File: config.mk
export PLATFORM = sky130hd
export DESIGN_NAME = icache_way
export DESIGN_NICKNAME = d
export VERILOG_FILES = /design/src/source/icache_pkg.sv /design/src/source/icache_way.sv
export SDC_FILE = /design/constraint.sdc
export NUM_CORES = 2
export LEC_CHECK = 0
export BUFFER_PORTS_ARGS = -buffer_cell sky130_fd_sc_hd__buf_2
export CORE_MARGIN = 4
export CORE_UTILIZATION = 56
export CTS_BUF_LIST = sky130_fd_sc_hd__clkbuf_8 sky130_fd_sc_hd__clkbuf_16
export DETAILED_ROUTE_END_ITERATION = 16
export GPL_ROUTABILITY_DRIVEN = 0
export HOLD_SLACK_MARGIN = 0.05
export PLACE_DENSITY_LB_ADDON = 0.25
export SKIP_CTS_REPAIR_TIMING = 1
export SLEW_MARGIN = 15
export SYNTH_ARGS = -nofsm -noshare
export SYNTH_HDL_FRONTEND = slang
export SYNTH_MEMORY_MAX_BITS = 65536
export SYNTH_SLANG_ARGS = --single-unit
File: constraint.sdc
create_clock -name clk_i -period 2.83 [get_ports clk_i]
set_input_delay 0.283 -clock clk_i [delete_from_list [all_inputs] [get_ports clk_i]]
set_output_delay 0.283 -clock clk_i [all_outputs]
set_load 0.01 [all_outputs]
File: src/source/icache_pkg.sv
// Instruction cache package with geometry, address fields, bus constants and controller states
package icache_pkg;

  // Fetch and bus widths
  localparam int unsigned ADDR_WIDTH = 32;
  localparam int unsigned DATA_WIDTH = 64;

  // Cache geometry
  localparam int unsigned LINE_WORDS = 4;
  localparam int unsigned NUM_SETS   = 16;
  localparam int unsigned NUM_WAYS   = 2;
  localparam int unsigned LINE_WIDTH = DATA_WIDTH * LINE_WORDS;
  localparam int unsigned WAY_BITS   = $clog2(NUM_WAYS);

  // Address fields, laid out as tag | index | word offset | byte offset
  localparam int unsigned BYTE_OFF_BITS = $clog2(DATA_WIDTH / 8);
  localparam int unsigned WORD_OFF_BITS = $clog2(LINE_WORDS);
  localparam int unsigned OFFSET_BITS   = BYTE_OFF_BITS + WORD_OFF_BITS;
  localparam int unsigned INDEX_BITS    = $clog2(NUM_SETS);
  localparam int unsigned TAG_BITS      = ADDR_WIDTH - INDEX_BITS - OFFSET_BITS;

  // Upper address bit set means the fetch bypasses the cache
  localparam int unsigned NC_BIT = 31;

  // AXI read channel fields
  localparam int unsigned            AXI_LEN_WIDTH  = 8;
  localparam int unsigned            AXI_RESP_WIDTH = 2;
  localparam logic [AXI_RESP_WIDTH-1:0] AXI_RESP_OKAY = 2'b00;

  // Controller states
  typedef enum logic [1:0] {
    IDLE    = 2'd0,
    LOOKUP  = 2'd1,
    REFILL  = 2'd2,
    RESPOND = 2'd3
  } ctrl_state_e;

endpackage
File: src/source/icache_way.sv
// Instruction cache way holding valid bits, tags and line data per set
`timescale 1ns/10ps

module icache_way (
  input  logic                                clk_i,
  input  logic                                rst_ni,
  // Lookup side, shared by all ways
  input  logic [icache_pkg::INDEX_BITS-1:0]   index_i,
  input  logic [icache_pkg::TAG_BITS-1:0]     lookup_tag_i,
  // Fill side
  input  logic                                we_i,
  input  logic [icache_pkg::TAG_BITS-1:0]     fill_tag_i,
  input  logic [icache_pkg::LINE_WIDTH-1:0]   fill_line_i,
  input  logic                                flush_i,
  // Lookup result
  output logic                                hit_o,
  output logic [icache_pkg::LINE_WIDTH-1:0]   line_o
);

  logic [icache_pkg::NUM_SETS-1:0]   valid_q;
  logic [icache_pkg::TAG_BITS-1:0]   tag_mem  [icache_pkg::NUM_SETS];
  logic [icache_pkg::LINE_WIDTH-1:0] line_mem [icache_pkg::NUM_SETS];

  // Valid bits, flush wins over a fill in the same cycle
  always_ff @(posedge clk_i or negedge rst_ni) begin
    if (!rst_ni) begin
      valid_q <= '0;
    end else if (flush_i) begin
      valid_q <= '0;
    end else if (we_i) begin
      valid_q[index_i] <= 1'b1;
    end
  end

  // Tag and data arrays
  always_ff @(posedge clk_i) begin
    if (we_i) begin
      tag_mem[index_i]  <= fill_tag_i;
      line_mem[index_i] <= fill_line_i;
    end
  end

  // Combinational read of the indexed set
  assign hit_o  = valid_q[index_i] && (tag_mem[index_i] == lookup_tag_i);
  assign line_o = line_mem[index_i];

endmodule

* Word level (Yosys, flattened, before mapping) *
Memory sizes are Yosys's and may differ from the RTL's.
Cells that the tools add are included.

storage, ports and cells
  memory bits (writable) = 4,464
  register bits = 16
  output and inout bits = 257
  memories = 2

cells by class
  magnitude comparators = 2
  mux-type cells = 8
  reductions and logical operators = 3
  eq/ne operators = 1
  bitwise logic cells = 1

memories
  name      words  bits a word  read ports  clocked after memory_dff  write ports  line              text
  line_mem  16     256          1           0                         1            icache_way.sv:22  logic [icache_pkg::LINE_WIDTH-1:0] line_mem [icache_pkg::NUM_SETS];
  tag_mem   16     23           1           0                         1            icache_way.sv:21  logic [icache_pkg::TAG_BITS-1:0] tag_mem [icache_pkg::NUM_SETS];

operators with widths
  kind                  count
  $mux W16              2
  $eq A23 B23 Y1        1
  $or A16 B16 Y16       1
  $lt A4 B5 Y1 const B  1
  $bmux W1 S4           1
  $demux W1 S4          1
  $ge A4 B1 Y1 const B  1
  $mux W1               4
  $logic_and A1 B1 Y1   2
  $reduce_bool A2 Y1    1

* Logic depth before layout (Yosys ltp) *
  word-level depth = 7
  depth in mapped cells = 11
  depth with buffers taken out = 7

* Worst setup path after synthesis *
Ideal clock, no wire load.

  kind = input to register
  from = in index_i[1] (netlist bit)
  to = mem line_mem[4][0] (netlist bit), enable pin
  data required time = 1.903 ns
  path slack = -11.457 ns
  buffers on the path = 5
  arrival = 13.359 ns
  stages on the path = 7
  cells stage by stage = buf_2 > buf_2 > buf_2 > buf_1 > clkbuf_1 > or3b_2 > nor2_1

RTL lines
  what             line              text
  start, declared  icache_way.sv:8   input logic [icache_pkg::INDEX_BITS-1:0] index_i,
  end, declared    icache_way.sv:22

No word-level cell before the write port.

* Worst setup path after layout *
  from = mem tag_mem[11][14] (netlist bit)
  to = out hit_o

between the ends
  word-level cells in the longest chain between the ends = 3

RTL lines
  what                 line              text
  start, declared      icache_way.sv:21
  $mem_v2 Z16 W23      --
  $eq A23 B23 Y1       icache_way.sv:44  assign hit_o = valid_q[index_i] && (tag_mem[index_i] == lookup_tag_i);
  $logic_and A1 B1 Y1  icache_way.sv:44
  end, declared        icache_way.sv:16  output logic hit_o,

No other way between the ends.

==> qor.yml <==
run_status:
  status: "finished with violations"
  violations: "setup timing"
placed_design:
  placed_area_um2: 181000
  io_buffer_count: 566
  placedCellCount: 11000
  hpwlAfterDp_mm: 220
  place_ws_ns: -1.21
power_and_ir_drop:
  power_density_nw_per_um2: 703
  clock_power_share: 0.408
  sequentialPowerShare: 0.531
  p_leak_uw: 0.0643
  comb_power_share: 0.061
  peakVddDrop_mv: 0.599
  internal_power_uw: 111000
  switching_share: 0.210
  p_sw_uw: 29500
clock_tree:
  cts_buffer_depth: 4
  root_buffer: "clkbuf_16"
  clkTransAtPathRegs_ns: 0.07
  worstSkewPairLatency_ns: 0.94
  htreeDepth: 5
  cts_sinks: 4480
  cts_inserted_buffers: 435
  cts_tree: "yes"
worst_setup_path:
  crit_path_end_kind: "primary output"
  path_cells: "mux4_2, a22o_1, a221oi_2, buf_4, xnor2_2, nor4_4, buf_4, o2111ai_4, nor4_2, buf_4"
  reg2reg_depth: 2
  path_common_cell: "buf_4"
  slowest_delay_ns: 0.48
  crit_type: "register to primary output"
  cp_top_family: "simple AND/OR/NAND/NOR gates"
  worstPathArrival_ns: 3.71
  crit_cells: 10
  start_kind: "register"
  required_ns: 2.55
  crit_fanout: 1
  critPathBufInv: 3
  crit_slowest_cell: "mux4_2"
final_layout:
  post-route-util: 0.671
  nFillCells: 17700
  area_growth_pct: 18.9
  seqCellArea_um2: 134000
  multi_input_comb_area_um2: 32500
  final_cells: 12100
  stdcell_area_um2: 200000
  num-nets-final: 8091
  drive_above_1_share: 0.372
synth:
  netlist.top_cell.by_area: "edfxtp_1"
  syn_nets: 6682
  synthFlopType: "edfxtp_1"
  ys_warn_count: 0
  synth_common_cells: "4464 x edfxtp_1, 1365 x mux4_2, 154 x clkbuf_1"
  yosys-top-cells-area: "edfxtp_1 80%, mux4_2 18%, buf_2 0.41%, clkbuf_1 0.34%, dfrtp_1 0.24%"
  ys_seq_area_frac: 0.799
  syn_area_um2: 168000
  synth_most_common_cell: "edfxtp_1"
  synth_cell_type_count: 43
  synth-seq-cells: 4480
  yosysTopAreaCellShare: 0.797
  async_reset_ff_frac: 0.00357
  avgSynthCellArea_um2: 26.4
  syn_inst: 6372
  synth_edf_count: 4464
global_routing:
  antenna_found_initial: 74
  grt_pass1_vias: 79400
  gr-total-overflow: 0
  track_usage: 0.256
  grt_pass1_wl_mm: 571
  grt_max_degree: 86
routing:
  ant_nets: 0
  num_vias: 77500
  vias_per_cell: 6.39
  drtPass1Iterations: 6
  wl_per_cell_um: 33.1
  drt_iter0_drc: 10200
  drc: 0
  finalWirelength_mm: 401
floorplan:
  row_count: 200
  dieArea_um2: 309000
  start_util: 0.564
  die_height_um: 556
  die_width_um: 556
  core_um2: 298000
  io_pins: 567
timing:
  worst_slew_pin_slew_ns: 0.808
  fin_skew_ns: 0
  drv_slew: 0
  finalSetupTns_ns: -1.83
  rsz0062_at_grt: "true"
  hold_viol: 0
  worst_slack_ns: -1.16
  setup_viol: 25
  period_minus_slack_ns: 3.99
  fin_crit_sh: 1.41
  fmax_mhz: 250
  max_slew_margin: 0.459
flow_run:
  cap_violations: 0
hold_path:
  min_path_type: "input port to register"
  holdPathStages: 4
[path summary, 6_finish.rpt]
check                                     endpoint                       from  slack (ns)
max in group asynchronous   valid_q[1]$_DFFE_PN0P_                     rst_ni        1.64
setup reg to reg           valid_q[15]$_DFFE_PN0P_    valid_q[15]$_DFFE_PN0P_        2.13
hold / removal             tag_mem[7][8]$_DFFE_PP_                       we_i        0.18
setup / recovery                             hit_o  tag_mem[11][14]$_DFFE_PP_       -1.16
min in group asynchronous  valid_q[15]$_DFFE_PN0P_                     rst_ni        0.69
hold reg to reg            valid_q[12]$_DFFE_PN0P_    valid_q[12]$_DFFE_PN0P_        0.51
[worst reg2reg max path: cells and delay by family, from the launching register on]
family	cells	cell delay, ns
simple gates	2	0.16
flops	1	0.42
[flip-flops by register name, summed over array words and instances, names as in the netlist]
name	cells
line_mem	4096
tag_mem	368
valid_q	16
[stage by stage]
step                total power (µW)  hold slack (ns)
finish                        141000            0.180
global route                  145000            0.150
CTS                           141000           -0.813
detailed placement             83700            0.231
global placement               83500            0.220
floorplan                      80300          -0.0126
[metal layers]
layer	vias up	track usage	wire length (µm)
met3	612	0.0524	34500
met5	-	0	155
met1	41900	0.362	153000
li1	31100	-	-
met2	3892	0.411	202000
met4	26	0.0754	11300
[cell type report]
cell class | instances | area share
timing repair buffer | 1292 | 0.0687
clock inverter | 356 | 0.0171
multi-input combinational | 1568 | 0.162
sequential | 4480 | 0.672
clock buffer | 437 | 0.0546
inverter | 4 | 0.000113
antenna | 49 | 0.000613
tap | 3939 | 0.0246
[power by group through the flow]
stage / Sequential (µW) / Combinational (µW) / Clock, µW
5_1_grt: 74700 / 9140 / 61500
3_3_place_gp: 75900 / 7520 / 0
3_5_place_dp: 76000 / 7670 / 0
2_1_floorplan: 76100 / 4230 / 0
6_report: 74700 / 8640 / 57400
4_1_cts: 74700 / 7710 / 58300
[cell families (layout without fill, tap and decap cells)]
logic type                after synthesis  count (layout)  share of synthesized area
and+or+nand+nor                        93              93                    0.00257
other                                   0              49                          0
muxes                                1405            1405                      0.186
DFF                                  4480            4480                      0.799
buffers and inverters                 324            2089                    0.00876
AOI/OAI and AO/OA                      44              44                    0.00217
xor gates and xnor gates               26              26                    0.00135
[placed cells by master, fill, tap and decap left out, drive strengths merged, types with 6 or more instances in the layout]
cell type    synthesis  final
clkinv               1    205
nor2                55     55
mux4              1374   1374
clkbuf             154    457
clkinvlp             0     12
inv                  3     93
nand2                9      9
dfrtp               16     16
diode                0     49
edfxtp            4464   4464
nor2b                8      8
xnor2               14     14
bufinv               0     50
mux2i               30     30
a221oi               8      8
xor2                12     12
a21oi                6      6
dlygate4sd3          0    282
buf                166    990
Power figures use the tool's default switching activity.
