==> src/source/icache_pkg.sv <==
// Instruction cache package with geometry, address fields, bus constants and controller states
package icache_pkg;

  // Fetch and bus widths
  localparam int unsigned ADDR_WIDTH = 32;
  localparam int unsigned DATA_WIDTH = 64;

  // Cache geometry
  localparam int unsigned LINE_WORDS = 4;
  localparam int unsigned NUM_SETS   = 16;
  localparam int unsigned NUM_WAYS   = 2;
  localparam int unsigned LINE_WIDTH = DATA_WIDTH * LINE_WORDS;
  localparam int unsigned WAY_BITS   = $clog2(NUM_WAYS);

  // Address fields, laid out as tag | index | word offset | byte offset
  localparam int unsigned BYTE_OFF_BITS = $clog2(DATA_WIDTH / 8);
  localparam int unsigned WORD_OFF_BITS = $clog2(LINE_WORDS);
  localparam int unsigned OFFSET_BITS   = BYTE_OFF_BITS + WORD_OFF_BITS;
  localparam int unsigned INDEX_BITS    = $clog2(NUM_SETS);
  localparam int unsigned TAG_BITS      = ADDR_WIDTH - INDEX_BITS - OFFSET_BITS;

  // Upper address bit set means the fetch bypasses the cache
  localparam int unsigned NC_BIT = 31;

  // AXI read channel fields
  localparam int unsigned            AXI_LEN_WIDTH  = 8;
  localparam int unsigned            AXI_RESP_WIDTH = 2;
  localparam logic [AXI_RESP_WIDTH-1:0] AXI_RESP_OKAY = 2'b00;

  // Controller states
  typedef enum logic [1:0] {
    IDLE    = 2'd0,
    LOOKUP  = 2'd1,
    REFILL  = 2'd2,
    RESPOND = 2'd3
  } ctrl_state_e;

endpackage
==> src/source/icache_axi_refill.sv <==
// AXI4 read-burst master that fetches cache lines and bypass words for the instruction cache
`timescale 1ns/10ps

module icache_axi_refill (
  input  logic                                    clk_i,
  input  logic                                    rst_ni,
  // Request from the controller
  input  logic                                    miss_req_i,
  input  logic [icache_pkg::ADDR_WIDTH-1:0]       miss_addr_i,
  input  logic                                    miss_nc_i,
  // Return to the controller
  output logic                                    refill_done_o,
  output logic [icache_pkg::LINE_WIDTH-1:0]       refill_line_o,
  output logic                                    refill_err_o,
  // AXI read address channel
  output logic                                    ar_valid_o,
  output logic [icache_pkg::ADDR_WIDTH-1:0]       ar_addr_o,
  output logic [icache_pkg::AXI_LEN_WIDTH-1:0]    ar_len_o,
  input  logic                                    ar_ready_i,
  // AXI read data channel, always accepted
  input  logic                                    r_valid_i,
  input  logic [icache_pkg::DATA_WIDTH-1:0]       r_data_i,
  input  logic                                    r_last_i,
  input  logic [icache_pkg::AXI_RESP_WIDTH-1:0]   r_resp_i
);

  logic                                 ar_valid_q;
  logic [icache_pkg::ADDR_WIDTH-1:0]    ar_addr_q;
  logic [icache_pkg::AXI_LEN_WIDTH-1:0] ar_len_q;
  logic [icache_pkg::ADDR_WIDTH-1:0]    aligned_addr;

  logic [icache_pkg::LINE_WIDTH-1:0]    line_q, line_d;
  logic                                 first_q;
  logic                                 done_q;
  logic                                 err_q;
  logic                                 beat_err;

  // Line aligned for a miss, word aligned for a bypass
  always_comb begin
    if (miss_nc_i) begin
      aligned_addr = {miss_addr_i[icache_pkg::ADDR_WIDTH-1:icache_pkg::BYTE_OFF_BITS],
                      {icache_pkg::BYTE_OFF_BITS{1'b0}}};
    end else begin
      aligned_addr = {miss_addr_i[icache_pkg::ADDR_WIDTH-1:icache_pkg::OFFSET_BITS],
                      {icache_pkg::OFFSET_BITS{1'b0}}};
    end
  end

  // Address request, held until the slave takes it
  always_ff @(posedge clk_i or negedge rst_ni) begin
    if (!rst_ni) begin
      ar_valid_q <= 1'b0;
      ar_addr_q  <= '0;
      ar_len_q   <= '0;
    end else if (miss_req_i) begin
      ar_valid_q <= 1'b1;
      ar_addr_q  <= aligned_addr;
      ar_len_q   <= miss_nc_i ? '0 : icache_pkg::AXI_LEN_WIDTH'(icache_pkg::LINE_WORDS - 1);
    end else if (ar_valid_q && ar_ready_i) begin
      ar_valid_q <= 1'b0;
    end
  end

  assign ar_valid_o = ar_valid_q;
  assign ar_addr_o  = ar_addr_q;
  assign ar_len_o   = ar_len_q;

  // Beats enter at the top and move down toward word zero
  always_comb begin
    line_d = line_q;
    if (r_valid_i) begin
      line_d = {r_data_i, line_q[icache_pkg::LINE_WIDTH-1:icache_pkg::DATA_WIDTH]};
      // Single beat transfer lands at word zero
      if (first_q && r_last_i) begin
        line_d[icache_pkg::DATA_WIDTH-1:0] = r_data_i;
      end
    end
  end

  assign beat_err = r_valid_i && (r_resp_i != icache_pkg::AXI_RESP_OKAY);

  always_ff @(posedge clk_i or negedge rst_ni) begin
    if (!rst_ni) begin
      first_q <= 1'b1;
      done_q  <= 1'b0;
      err_q   <= 1'b0;
    end else begin
      done_q <= r_valid_i && r_last_i;
      if (r_valid_i) begin
        first_q <= r_last_i;
      end
      // Error sticks until the next request
      if (miss_req_i) begin
        err_q <= 1'b0;
      end else if (beat_err) begin
        err_q <= 1'b1;
      end
    end
  end

  always_ff @(posedge clk_i) begin
    line_q <= line_d;
  end

  assign refill_done_o = done_q;
  assign refill_line_o = line_q;
  assign refill_err_o  = err_q;

endmodule

==> config.mk <==
export PLATFORM = sky130hd
export DESIGN_NAME = icache_axi_refill
export DESIGN_NICKNAME = d
export VERILOG_FILES = /design/src/source/icache_pkg.sv /design/src/source/icache_axi_refill.sv
export SDC_FILE = /design/constraint.sdc
export NUM_CORES = 1
export LEC_CHECK = 0
export BUFFER_PORTS_ARGS = -buffer_cell sky130_fd_sc_hd__buf_2
export CAP_MARGIN = 25
export CORE_AREA = 2 2 155 157
export DETAILED_ROUTE_END_ITERATION = 12
export DIE_AREA = 0 0 157 159
export PLACE_DENSITY = 0.84
export SETUP_SLACK_MARGIN = 0.05
export SLEW_MARGIN = 20
export SYNTH_ARGS = -nofsm -noshare
export SYNTH_HDL_FRONTEND = slang
export SYNTH_SLANG_ARGS = --single-unit
==> constraint.sdc <==
create_clock -name clk_i -period 2.11 [get_ports clk_i]
set_input_delay 0.1055 -clock clk_i [delete_from_list [all_inputs] [get_ports clk_i]]
set_output_delay 0.1055 -clock clk_i [all_outputs]
set_load 0.005 [all_outputs]
== Word-level counts from Yosys, hierarchy flattened ==
Index checks and enable logic that the tools add are counted.
Operators by class
  $add $sub $neg: 0
  multipliers: 0
  div/mod/pow operators: 0
  order comparisons: 0
  equal/unequal tests: 0
  shift-type cells: 0
  muxes and demuxes: 7
  bitwise gates (word level): 0
  reductions and logical operators: 7
Operators with widths (count)
  two-way mux 64 bit: 1
  nonzero test 2 bit: 3
  two-way mux 5 bit: 1
  logical AND 1 bit: 4
  two-way mux 1 bit: 4
  two-way mux 2 bit: 1
Storage, ports and cells
  register bits after elaboration: 300
  latch bits: 0
  RAM bits: 0
  ROM bits: 0
  input bits: 105
  output and inout port bits: 299
  logic and storage cells: 21
  memories kept: 0

== Longest topological paths before layout ==
  depth after elaboration: 4
  depth in mapped cells: 4
  gate-level depth less buffers: 2

== Worst setup path before layout ==
No wires, ideal clock.
  path type: flip-flop to flip-flop
  start point: register first_q
  end point: register line_q (netlist bit refill_line_o[10]) (data pin)
  library setup time: 0.260 ns
  data arrival time: 1.086 ns
  data required time: 1.850 ns
  setup slack: 0.764 ns
  cell stages (with the launch flop): 4
  buffers on the path: 1
  period minus slack after synthesis: 1.346 ns
  cells stage by stage: dfstp_2 nand2_4 clkbuf_8 mux2_4
Between the ends
  word-level cells in the longest chain between the ends: 2
Ends and longest elaborated chain
  start: declaration: RTL line icache_axi_refill.sv:33  | logic first_q;
  start signal: assignment: RTL line icache_axi_refill.sv:90  | first_q <= r_last_i;
  logical AND 1 bit: RTL line icache_axi_refill.sv:74  | if (first_q && r_last_i) begin
  two-way mux 64 bit: RTL line icache_axi_refill.sv:74
  end signal: assignment: RTL line icache_axi_refill.sv:102  | line_q <= line_d;
  end: declaration: RTL line icache_axi_refill.sv:32  | logic [icache_pkg::LINE_WIDTH-1:0] line_q, line_d;
Every way passes these cells.
A chain may end at the register's enable or synchronous reset.

== Worst setup path after layout ==
  start point: register first_q
  end point: register line_q (netlist bit refill_line_o[37]) (data pin)
Same word-level chain as after synthesis.

==> reports/metrics.csv <==
metric;value;unit
status;complete, no violations;
Worst slew margin;50.42;%
vias in the first global route;6456;
Slew Viols, Final;0;
syn avg cell area;23.59;µm²
clk_lat worst skew;0.52;ns
RePlAce Congestion;0.7919;
Worst Path Required;2.38;ns
Clock Path Buffers;3;
final WL;24900;µm
Filler Cells Inserted;1576;
type of the most critical hold path;in -> reg;
Num CTS Buffers;28;
clock root cell;clkbuf_16;
Die Y;159;µm
vias per cell;4.709;
Final Hold Viols;0;
maximum vdd drop;646.1;µV
HPWL after DPL;15460;µm
largest cells by area after synthesis;edfxtp_1 78%, mux2_2 9.9%, dfrtp_1 8.4%;
H-tree depth;1;
Final nets;1043;
Post-Synthesis Cells;418;
io pins;404;
crit path time final;1.501;ns
post-synth top area share;77.96;%
mean routed wirelength per cell;19.49;µm
Pwr Density;925.7;nW/µm²
CTS tree;done;
Worst-Margin Slew;0.7437;ns
Row Count;56;
layout overhead on the synthesized area;43.52;%
initial core utilization;42.52;%
fmax;666.1;MHz
cell accounting for the most synthesized area;edfxtp_1;
Setup CP Type;reg -> reg;
part of the cycle the worst path needs;71.15;%
Detailed Routing Iterations Pass 1;4;
Static Leak;5.861;nW
GRT overflow;0;
Routed Antenna Nets;0;
DRC Markers;0;
largest net degree at the start of global routing;62;
CTS Sinks;290;
sequential-to-total area share from yosys stat;86.60;%
Primary FF master, synth;edfxtp_1;
Worst EP arrival;1.77;ns
core outline area;23190;µm²
initial antenna violation count;0;
post-cts resize count;0;
Die Area;24960;µm²
Clk pin slew, worst setup/hold paths;0.06;ns
final setup fails;0;
RSZ-0062 raised after global routing;false;
crit path launch type;flop;
Die W;157;µm
Critical Path Fanout Max;28;
setup TNS;0;ns
All-Layer GR Usage;19.01;%
final core utilization;61.02;%
Diodes inserted;0;
Yosys cell types;17;
IO Port Bufs;391;
clk_skew;0.006045;ns
Post-synth EDFFs;256;
ys async rst share;11.72;%
yosys warns;0;
flops & latches, synth;290;
proportion of layout cells with a drive suffix above 1;56.41;%
DR iter-0 viols;368;
cell with the most instances after synthesis;edfxtp_1;
max_cap viols;0;
most instantiated cells after synthesis;256 x edfxtp_1, 87 x mux2_2, 33 x dfrtp_1, 10 x buf_4, 6 x clkbuf_8;
global-route wire length before repair;36620;µm
Post-Syn Area;9861;µm²
Vias;6018;
Setup crit end kind;flop;
==> final cells by class <==
type                            count  area [µm²]  share of cell area [%]
Sequential cell                   290        8539                   60.34
Timing Repair Buffer              502        3123                   22.07
Multi-Input combinational cell    111        1155                   8.160
Clock buffer                       32       737.0                   5.207
Tap cell                          319       399.1                   2.820
Clock inverter                     19       180.2                   1.273
Inverter                            5       18.77                  0.1326
==> kinds of logic after synthesis <==
| family | count (synthesis) | synth area share, % |
|---|---|---|
| other cells | 1 | 0.03803 |
| buf+inv | 25 | 1.992 |
| compound gates | 5 | 0.2791 |
| simple gates | 4 | 0.2919 |
| flops | 290 | 86.60 |
| mux | 93 | 10.80 |
==> power by group <==
part	internal [mW]	switching, mW	total (mW)
logic	0.644	0.556	1.20
registers	6.76	0.206	6.96
clock network	2.87	2.07	4.94
total	10.3	2.83	13.1
==> final timing paths <==
| kind | slack, ns | cells after the start | end | startpoint |
|---|---|---|---|---|
| worst min register to register | 0.44 | 0 | refill_line_o[75] | refill_line_o[139] |
| min in group asynchronous | 0.20 | 2 | ar_addr_o[19] | rst_ni |
| max in group asynchronous | 1.44 | 2 | ar_valid_o | rst_ni |
| worst max-delay path | 0.61 | 3 | refill_line_o[37] | first_q |
| worst min-delay path | 0.04 | 1 | refill_line_o[102] | r_valid_i |
| worst max register to register | 0.61 | 3 | refill_line_o[37] | first_q |
==> per-stage QoR <==
| step | worst slack, ns | instance area, µm² | cells | hold slack (ns) | power (mW) |
|---|---|---|---|---|---|
| 6_report | 0.6088 | 14150 | 1278 | 0.04369 | 13.10 |
| 5_1_grt | 0.5673 | 14150 | 1278 | 0.04247 | 13.56 |
| 4_1_cts | 0.6120 | 14150 | 1278 | 0.04443 | 13.16 |
| 3_5_place_dp | 0.6213 | 12240 | 1128 | 0.2098 | 8.097 |
| 3_3_place_gp | 0.6235 | 12240 | 1128 | 0.1996 | 8.042 |
| 2_1_floorplan | 0.7636 | 9891 | 426 | -0.1901 | 7.359 |
==> per-layer routing <==
metal / vias up / wire length [µm] / GRT usage [%] / part of all wire, %
li1: 2657 / - / - / -
met1: 2979 / 9199 / 21.48 / 37
met2: 323 / 12870 / 34.47 / 52
met3: 59 / 2074 / 4.845 / 8.3
met4: 0 / 761 / 6.881 / 3.1
met5: - / 0 / 0 / 0
==> sequential cells by signal, summed over array words and instances, names as in the netlist <==
signal / cells
ar_addr_o: 29
ar_len_o: 1
ar_valid_o: 1
first_q: 1
refill_done_o: 1
refill_err_o: 1
refill_line_o: 256
==> cells in the final DEF (no fill, tap or decap), types with 6 or more instances in the layout <==
cell | synthesis | routed
buf_2 | 4 | 390
edfxtp_1 | 256 | 256
dlygate4sd3_1 | 0 | 99
mux2_2 | 87 | 87
dfrtp_1 | 33 | 33
clkbuf_16 | 0 | 29
conb_1 | 1 | 9
buf_12 | 0 | 6
buf_4 | 10 | 6
==> worst max-delay path, cell delays in order (launching register included) <==
cell	delay (ns)
dfstp_2	0.55
nand2_4	0.14
buf_12	0.22
mux2_4	0.32
==> timing repair <==
action	4_1_cts	5_1_grt
hold buffers	99	0
setup buffers	0	0
hold endpoints to repair	195	0
Note: power is estimated with default switching activity, not from simulation.
