<file path="config.mk">
export PLATFORM = sky130hd
export DESIGN_NAME = icache_ctrl
export DESIGN_NICKNAME = d
export VERILOG_FILES = /design/src/source/icache_pkg.sv /design/src/source/icache_ctrl.sv
export SDC_FILE = /design/constraint.sdc
export NUM_CORES = 1
export LEC_CHECK = 0
export BUFFER_PORTS_ARGS = -buffer_cell sky130_fd_sc_hd__clkbuf_2
export CORE_AREA = 2 2 473 475
export DETAILED_ROUTE_END_ITERATION = 6
export DIE_AREA = 0 0 475 477
export GPL_TIMING_DRIVEN = 0
export PLACE_DENSITY = 0.3
export SYNTH_ARGS = -nofsm -noshare
export SYNTH_HDL_FRONTEND = slang
export SYNTH_SLANG_ARGS = --single-unit
</file>
<file path="constraint.sdc">
create_clock -name clk_i -period 2.5 [get_ports clk_i]
set_input_delay 0.125 -clock clk_i [delete_from_list [all_inputs] [get_ports clk_i]]
set_output_delay 0.125 -clock clk_i [all_outputs]
set_load 0.005 [all_outputs]
</file>
<file path="src/source/icache_pkg.sv">
// Instruction cache package with geometry, address fields, bus constants and controller states
package icache_pkg;

  // Fetch and bus widths
  localparam int unsigned ADDR_WIDTH = 32;
  localparam int unsigned DATA_WIDTH = 64;

  // Cache geometry
  localparam int unsigned LINE_WORDS = 4;
  localparam int unsigned NUM_SETS   = 16;
  localparam int unsigned NUM_WAYS   = 2;
  localparam int unsigned LINE_WIDTH = DATA_WIDTH * LINE_WORDS;
  localparam int unsigned WAY_BITS   = $clog2(NUM_WAYS);

  // Address fields, laid out as tag | index | word offset | byte offset
  localparam int unsigned BYTE_OFF_BITS = $clog2(DATA_WIDTH / 8);
  localparam int unsigned WORD_OFF_BITS = $clog2(LINE_WORDS);
  localparam int unsigned OFFSET_BITS   = BYTE_OFF_BITS + WORD_OFF_BITS;
  localparam int unsigned INDEX_BITS    = $clog2(NUM_SETS);
  localparam int unsigned TAG_BITS      = ADDR_WIDTH - INDEX_BITS - OFFSET_BITS;

  // Upper address bit set means the fetch bypasses the cache
  localparam int unsigned NC_BIT = 31;

  // AXI read channel fields
  localparam int unsigned            AXI_LEN_WIDTH  = 8;
  localparam int unsigned            AXI_RESP_WIDTH = 2;
  localparam logic [AXI_RESP_WIDTH-1:0] AXI_RESP_OKAY = 2'b00;

  // Controller states
  typedef enum logic [1:0] {
    IDLE    = 2'd0,
    LOOKUP  = 2'd1,
    REFILL  = 2'd2,
    RESPOND = 2'd3
  } ctrl_state_e;

endpackage
</file>
<file path="src/source/icache_ctrl.sv">
// Instruction cache controller with fetch handshake, hit merge, miss handling, LRU and flush
`timescale 1ns/10ps

module icache_ctrl (
  input  logic                                                      clk_i,
  input  logic                                                      rst_ni,
  // Fetch port
  input  logic                                                      req_valid_i,
  input  logic [icache_pkg::ADDR_WIDTH-1:0]                         req_addr_i,
  output logic                                                      req_ready_o,
  input  logic                                                      flush_i,
  output logic                                                      resp_valid_o,
  output logic [icache_pkg::DATA_WIDTH-1:0]                         resp_data_o,
  output logic                                                      resp_hit_o,
  output logic                                                      resp_err_o,
  output logic                                                      miss_o,
  // Way results
  input  logic [icache_pkg::NUM_WAYS-1:0]                           way_hit_i,
  input  logic [icache_pkg::NUM_WAYS-1:0][icache_pkg::LINE_WIDTH-1:0] way_line_i,
  // Way control
  output logic [icache_pkg::INDEX_BITS-1:0]                         index_o,
  output logic [icache_pkg::TAG_BITS-1:0]                           lookup_tag_o,
  output logic [icache_pkg::NUM_WAYS-1:0]                           way_we_o,
  output logic [icache_pkg::TAG_BITS-1:0]                           fill_tag_o,
  output logic [icache_pkg::LINE_WIDTH-1:0]                         fill_line_o,
  output logic                                                      way_flush_o,
  // Refill master
  output logic                                                      miss_req_o,
  output logic [icache_pkg::ADDR_WIDTH-1:0]                         miss_addr_o,
  output logic                                                      miss_nc_o,
  input  logic                                                      refill_done_i,
  input  logic [icache_pkg::LINE_WIDTH-1:0]                         refill_line_i,
  input  logic                                                      refill_err_i
);

  icache_pkg::ctrl_state_e state_q, state_d;

  logic [icache_pkg::ADDR_WIDTH-1:0]    addr_q;
  logic [icache_pkg::DATA_WIDTH-1:0]    data_q;
  logic                                 err_q;
  logic [icache_pkg::WAY_BITS-1:0]      victim_q, victim_d;
  logic [icache_pkg::WAY_BITS-1:0]      hit_way;
  logic [icache_pkg::WAY_BITS-1:0]      lru_q   [icache_pkg::NUM_SETS];
  logic [icache_pkg::NUM_WAYS-1:0]      filled_q [icache_pkg::NUM_SETS];

  logic [icache_pkg::INDEX_BITS-1:0]    index;
  logic [icache_pkg::WORD_OFF_BITS-1:0] word_off;
  logic [icache_pkg::LINE_WIDTH-1:0]    hit_line;
  logic                                 any_hit;
  logic                                 is_nc;
  logic                                 install;

  // Address fields of the fetch in flight
  assign index    = addr_q[icache_pkg::OFFSET_BITS +: icache_pkg::INDEX_BITS];
  assign word_off = addr_q[icache_pkg::BYTE_OFF_BITS +: icache_pkg::WORD_OFF_BITS];
  assign is_nc    = addr_q[icache_pkg::NC_BIT];

  assign index_o      = index;
  assign lookup_tag_o = addr_q[icache_pkg::ADDR_WIDTH-1 -: icache_pkg::TAG_BITS];
  assign fill_tag_o   = addr_q[icache_pkg::ADDR_WIDTH-1 -: icache_pkg::TAG_BITS];
  assign fill_line_o  = refill_line_i;
  assign miss_addr_o  = addr_q;
  assign miss_nc_o    = is_nc;

  // Merge ways, at most one hit is expected
  always_comb begin
    hit_line = '0;
    hit_way  = '0;
    for (int w = 0; w < icache_pkg::NUM_WAYS; w++) begin
      hit_line = hit_line | (way_line_i[w] & {icache_pkg::LINE_WIDTH{way_hit_i[w]}});
      if (way_hit_i[w]) begin
        hit_way = icache_pkg::WAY_BITS'(w);
      end
    end
  end

  assign any_hit = |way_hit_i;

  // Victim is the lowest unfilled way, else the LRU pointer of the set
  always_comb begin
    victim_d = lru_q[index];
    for (int w = icache_pkg::NUM_WAYS - 1; w >= 0; w--) begin
      if (!filled_q[index][w]) begin
        victim_d = icache_pkg::WAY_BITS'(w);
      end
    end
  end

  assign install = (state_q == icache_pkg::REFILL) && refill_done_i && !refill_err_i && !is_nc;

  always_comb begin
    state_d      = state_q;
    req_ready_o  = 1'b0;
    resp_valid_o = 1'b0;
    resp_hit_o   = 1'b0;
    resp_err_o   = 1'b0;
    resp_data_o  = data_q;
    miss_o       = 1'b0;
    miss_req_o   = 1'b0;
    way_we_o     = '0;
    way_flush_o  = 1'b0;
    case (state_q)
      icache_pkg::IDLE: begin
        req_ready_o = 1'b1;
        way_flush_o = flush_i;
        if (req_valid_i) begin
          state_d = icache_pkg::LOOKUP;
        end
      end
      icache_pkg::LOOKUP: begin
        if (is_nc) begin
          miss_req_o = 1'b1;
          state_d    = icache_pkg::REFILL;
        end else if (any_hit) begin
          resp_valid_o = 1'b1;
          resp_hit_o   = 1'b1;
          resp_data_o  = hit_line[word_off*icache_pkg::DATA_WIDTH +: icache_pkg::DATA_WIDTH];
          state_d      = icache_pkg::IDLE;
        end else begin
          miss_o     = 1'b1;
          miss_req_o = 1'b1;
          state_d    = icache_pkg::REFILL;
        end
      end
      icache_pkg::REFILL: begin
        if (refill_done_i) begin
          way_we_o[victim_q] = install;
          state_d            = icache_pkg::RESPOND;
        end
      end
      icache_pkg::RESPOND: begin
        resp_valid_o = 1'b1;
        resp_err_o   = err_q;
        state_d      = icache_pkg::IDLE;
      end
      default: begin
        state_d = icache_pkg::IDLE;
      end
    endcase
  end

  always_ff @(posedge clk_i or negedge rst_ni) begin
    if (!rst_ni) begin
      state_q  <= icache_pkg::IDLE;
      victim_q <= '0;
      err_q    <= 1'b0;
      for (int s = 0; s < icache_pkg::NUM_SETS; s++) begin
        lru_q[s]    <= '0;
        filled_q[s] <= '0;
      end
    end else begin
      state_q <= state_d;
      if (way_flush_o) begin
        for (int s = 0; s < icache_pkg::NUM_SETS; s++) begin
          filled_q[s] <= '0;
        end
      end
      if (miss_o) begin
        victim_q <= victim_d;
      end
      // Two ways, so pointing away is an inversion
      if ((state_q == icache_pkg::LOOKUP) && !is_nc && any_hit) begin
        lru_q[index] <= ~hit_way;
      end
      if (install) begin
        lru_q[index]              <= ~victim_q;
        filled_q[index][victim_q] <= 1'b1;
      end
      if ((state_q == icache_pkg::REFILL) && refill_done_i) begin
        err_q <= refill_err_i;
      end
    end
  end

  // Fetch address and refill response word
  always_ff @(posedge clk_i) begin
    if (req_ready_o && req_valid_i) begin
      addr_q <= req_addr_i;
    end
    if ((state_q == icache_pkg::REFILL) && refill_done_i) begin
      if (is_nc) begin
        data_q <= refill_line_i[icache_pkg::DATA_WIDTH-1:0];
      end else begin
        data_q <= refill_line_i[word_off*icache_pkg::DATA_WIDTH +: icache_pkg::DATA_WIDTH];
      end
    end
  end

endmodule

</file>
Word-level counts from Yosys, hierarchy flattened:

Index checks and enable logic that the tools add are counted.
Widths: inputs -> output; s select.

* register bits after elaboration: 148
* input bits: 808
* output and inout port bits: 412
* logic and storage cells: 113

* magnitude comparators: 4
* eq/ne operators: 5
* shift operators: 2
* mux-type cells: 44
* bitwise gates (word level): 8
* reduce and logical (&&, ||, !) cells: 13

Operators by type and width (count)
* $and 256x256->256: 2
* $shiftx 256x9->64: 2
* $mux 64: 4
* $or 256x256->256: 1
* $mux 32: 2
* $bwmux 16: 2
* $mux 16: 2
* $or 32x32->32: 1
* $mux 1: 18
* $mux 2: 9
* $bmux 2 s4: 1
* $demux 2 s4: 1
* $logic_and 1x1->1: 8
* $pmux 2 s4: 1
* $ge 5x5->1 const B: 1
* $lt 5x1->1 const B: 1
* $not 4->5: 1
* $bmux 1 s4: 1
* $demux 1 s4: 1
* $eq 2x2->1 const B: 2
* $ne 2x2->1 const B: 2
* $and 2x2->2: 1
* $eq 2x1->1 const B: 1
* $logic_not 1->1: 2
* 8 further kinds: 9

Longest topological paths before layout:

* depth in word-level cells: 9
* depth in mapped cells: 7
* depth with buffers taken out: 5

Least setup slack after synthesis:

OpenSTA, ideal clock, no wires.

* path type: reg-to-reg
* start: register state_q[0]
* end: register data_q[0] (netlist name) (enable)
* arrival: 1.869 ns
* setup slack: 0.213 ns
* cell stages (with the launch flop): 3
* path buffers: 0
* cells stage by stage: dfrtp_1 -> nand3b_4 -> inv_1

* word-level cells in the longest chain between the ends: 2

Ends and longest elaborated chain
* from (decl): line icache_ctrl.sv:36 `icache_pkg::ctrl_state_e state_q, state_d;`
* from (signal assigned): line icache_ctrl.sv:144 `state_q <= icache_pkg::IDLE;`
* from (signal assigned): line icache_ctrl.sv:152 `state_q <= state_d;`
* $eq 2x2->1: line icache_ctrl.sv:180 `if ((state_q == icache_pkg::REFILL) && refill_done_i) begin`
* $logic_and 1x1->1: line icache_ctrl.sv:180
* to (signal assigned): line icache_ctrl.sv:182 `data_q <= refill_line_i[icache_pkg::DATA_WIDTH-1:0];`
* to (signal assigned): line icache_ctrl.sv:184 `data_q <= refill_line_i[word_off*icache_pkg::DATA_WIDTH +: icache_pkg::DATA_WIDTH];`
* to (decl): line icache_ctrl.sv:39 `logic [icache_pkg::DATA_WIDTH-1:0] data_q;`

Every way passes these cells.
A chain may end at the register's enable or synchronous reset.

Worst setup path in the final report:

* start: register addr_q (netlist bit miss_addr_o[3])
* end: output port resp_data_o[23] (netlist name)

* word-level cells in the longest chain between the ends: 4

Ends and longest elaborated chain
* from (decl): line icache_ctrl.sv:38 `logic [icache_pkg::ADDR_WIDTH-1:0] addr_q;`
* from (signal assigned): line icache_ctrl.sv:178 `addr_q <= req_addr_i;`
* $shiftx 256x9->64: line icache_ctrl.sv:117 `resp_data_o = hit_line[word_off*icache_pkg::DATA_WIDTH +: icache_pkg::DATA_WIDTH];`
* $mux 64: line icache_ctrl.sv:114 `end else if (any_hit) begin`
* $mux 64: line icache_ctrl.sv:111 `if (is_nc) begin`
* $mux 64: line icache_ctrl.sv:102 `case (state_q)`
* to (decl): line icache_ctrl.sv:13 `output logic [icache_pkg::DATA_WIDTH-1:0] resp_data_o,`

Every way passes these cells.

==> impl_metrics.yaml <==
synth:
  synth-adder-area-share: 0
  syn_avg_cell_area_sq_um: 8.52
  yosysWarnings: 0
  synth_top_family_by_area: "compound AO/OA/AOI/OAI gates"
  synth_xor_xnor_area_share: 0
  synth-simple-area-share: 0.0672
  synth_cells: 1657
  ys_seq_area_frac: 0.296
  synth-main-ff-cell: "edfxtp_1"
  synth_mux_area_frac: 0.0718
  synth_edf_count: 96
  syn_nets: 2465
  synthArstFlopShare: 0.351
  yosysUniqueCellTypes: 34
  ys_ff_latch: 148
  synth-compound-area-share: 0.353
  synth_area_sq_um: 14100
worst_setup_path:
  cp-end-kind: "output pin"
  critPathSlowestCell: "edfxtp_1"
  regToRegStartpoint: "miss_addr_o[31]"
  cp-start-kind: "flip-flop"
  reg2regPathDepth: 7
  cp.required_ns: 2.38
  path_common_cell: "buf_6"
  r2r_slack_ns: 0.10
  path_delay_family: "buffers and inverters"
  critPathMaxFanout: 10
  timing.rr.end: "data_q[46]"
  cp_cell_sequence: "buf_6, buf_6, or2_4, clkbuf_16, buf_6, o22ai_2, a21oi_1, a21oi_2, buf_8"
  arrival_ns: 2.70
  worst-setup-path-type: "flip-flop to output pin"
  cpPeakStageDelay_ns: 0.41
  crit_buf_inv: 5
floorplanning:
  start_util: 0.0638
  die_area_sq_um: 227000
  fp-row-count: 173
  ioPinCount: 1220
  die_x_um: 475
  placeableCoreArea_sq_um: 221000
  fp.dieH_um: 477
place:
  dp_cells: 5858
  io_buffers: 1217
  dpl_cell_area_sq_um: 24100
  gp_congestion: 0.920
  dp_hpwl_um: 160000
  pre_cts_slack_ns: -2.21
drt:
  vias_per_cell: 3.37
  first_pass_iters: 5
  wl_per_cell_um: 30.4
  drt_iter0_markers: 1451
  antenna_left: 0
  drc: 0
  num_vias: 20660
  wl_met1_um: 77600
  topRoutingLayerUsed: "met5"
  wirelength_um: 186000
  wl_met3_um: 15400
  wl_met2_um: 85100
timing:
  hold_viol_final: 0
  setup_viol_count_final: 64
  finClkSkew_ns: 0.0511
  drv_slew: 11
  setup_ws_ns: -0.329
  worst_pin_slew_ns: 1.68
  holdWs_ns: 0.0521
  layout_worst_path_cycle_share: 1.13
  slew_headroom: -0.119
  post-route-min-period_ns: 2.83
  timing.setup.tns_ns: -12.36
  clock.fmax_mhz: 354
  rsz0062_at_grt: "true"
pwr:
  p_switching_mw: 8.01
  power_frac_seq: 0.213
  clkPwrFrac: 0.174
  worst_ir_drop_vdd_mv: 0.594
  power_density_nw_per_um2: 578
  swShare: 0.474
  p_comb_frac: 0.613
  internal-power_mw: 8.87
  p_leak_nw: 12.6
job:
  drv_cap: 1
outcome:
  status: "finished, violations left"
  violations: "capacitance limit, slew limit, setup timing"
global_route:
  grt_max_degree: 53
  antenna_found_initial: 136
  grt_overflow: 0
  grt_pass1_vias: 20501
  grt_pass1_wl_um: 227000
  grt_use_total: 0.157
finish:
  nets: 3906
  drive_above_1_share: 0.645
  fin_cells: 6138
  fill_cells: 25712
  design_area_sq_um: 29200
  syn2layout_area_growth_pct: 107
min_path:
  min_to: "data_q[1]"
  min_from: "refill_line_i[129]"
  min_delay_path_depth: 3
  min_path_type: "primary input to flip-flop"
cts:
  clk_pin_slew_worst_paths_ns: 0.09
  cts_num_sinks: 148
  insertion_delay_ns: 0.57
  ctsRootBufferMaster: "clkbuf_16"
  cts.path.max_buffers: 2
  htreeDepth: 4
  cts_tree: "yes"
  numCtsBuffers: 17
## worst reg2reg max path, stage by stage, from the launching register on
cell and delay, ns:
edfxtp_1 0.52, buf_6 0.17, buf_6 0.12, clkbuf_4 0.26, buf_12 0.23, clkbuf_1 0.37
a22oi_1 0.28, o21ai_0 0.16
## timing repair
item | CTS | global route
pin swaps | 53 | 44
endpoints found under the setup margin | 131 | 91
resized for setup | 452 | 154
setup buffers | 54 | 16
endpoints found under the hold margin | 137 | 0
hold buffers | 131 | 0
cloned | 7 | 0
## per-stage QoR
| stage | util | total power [mW] |
|---|---|---|
| finish | 0.132 | 16.9 |
| detailed placement | 0.109 | 12.0 |
| global placement | 0.108 | 12.0 |
| floorplan | - | 6.87 |
| CTS | 0.129 | 17.1 |
| global route | 0.131 | 17.9 |
## per-layer routing
metal	track usage	up-vias
li1	-	9011
met1	0.194	10065
met2	0.256	1245
met3	0.0462	277
met4	0.0625	62
met5	0	-
## cell families after synthesis
logic type	after synthesis
DFF	148
and+or+nand+nor	180
muxes	78
AOI/OAI and AO/OA	777
buffers and inverters	474
## registers in the layout (all words and copies together) (netlist names), named ones only
name,flops
victim_q,1
err_q,1
miss_addr_o,32
data_q,64
filled_q,32
state_q,1
lru_q,16
## synthesized netlist by cell type, types with 52 or more instances
cell type	count	area [sq um]
nor2b_1	69	432
mux2_2	66	743
o22ai_1	64	400
o21ai_0	64	320
nor2_1	78	293
buf_4	309	2320
dfrtp_1	52	1300
a21oi_1	289	1450
edfxtp_1	96	2880
clkbuf_1	106	398
a221oi_1	64	561
a22oi_1	262	1970
## power by group through the flow
stage | clock (mW) | sequential [mW] | combinational (mW)
2_1_floorplan | 0 | 3.49 | 3.38
3_3_place_gp | 0 | 3.67 | 8.31
3_5_place_dp | 0 | 3.64 | 8.40
4_1_cts | 3.16 | 3.58 | 10.3
5_1_grt | 3.20 | 3.64 | 11.1
6_report | 2.93 | 3.59 | 10.3
## cell usage in the layout (no fill, tap or decap), types with 19 or more instances in the layout
master,Yosys,layout
a21oi_1,289,196
a21oi_2,1,77
a221oi_1,64,44
a22o_1,33,33
a22oi_1,262,259
buf_12,0,27
buf_2,31,30
buf_4,309,345
buf_6,1,39
clkbuf_1,106,45
clkbuf_16,0,23
clkbuf_2,0,1197
clkbuf_8,0,21
dfrtp_1,52,52
diode_2,0,52
dlygate4sd3_1,0,131
edfxtp_1,96,96
mux2_2,66,66
nor2_1,78,63
nor2b_1,69,69
o21ai_0,64,61
o22ai_1,64,20
o22ai_2,0,19
o22ai_4,0,25
## worst max path at each step
stage,depth (start not counted),endpoint,start
floorplan,2,data_q[0],state_q[0]
global placement,7,resp_data_o[22],miss_addr_o[3]
detailed placement,8,resp_data_o[22],way_hit_i[0]
CTS,9,resp_data_o[23],miss_addr_o[3]
global route,9,resp_data_o[22],miss_addr_o[3]
finish,9,resp_data_o[23],miss_addr_o[3]
## final cells by class
cell class	count	area (sq um)	area share
clock inverter	15	143	0.00489
timing repair buffer	1429	8800	0.302
multi-input combinational	1035	8210	0.281
sequential	148	4180	0.143
tap	2975	3720	0.128
inverter	4	17.5	0.000601
clock buffer	17	425	0.0146
antenna	52	130	0.00446
buffer	463	3530	0.121
Note: power is estimated with default switching activity, not from simulation.
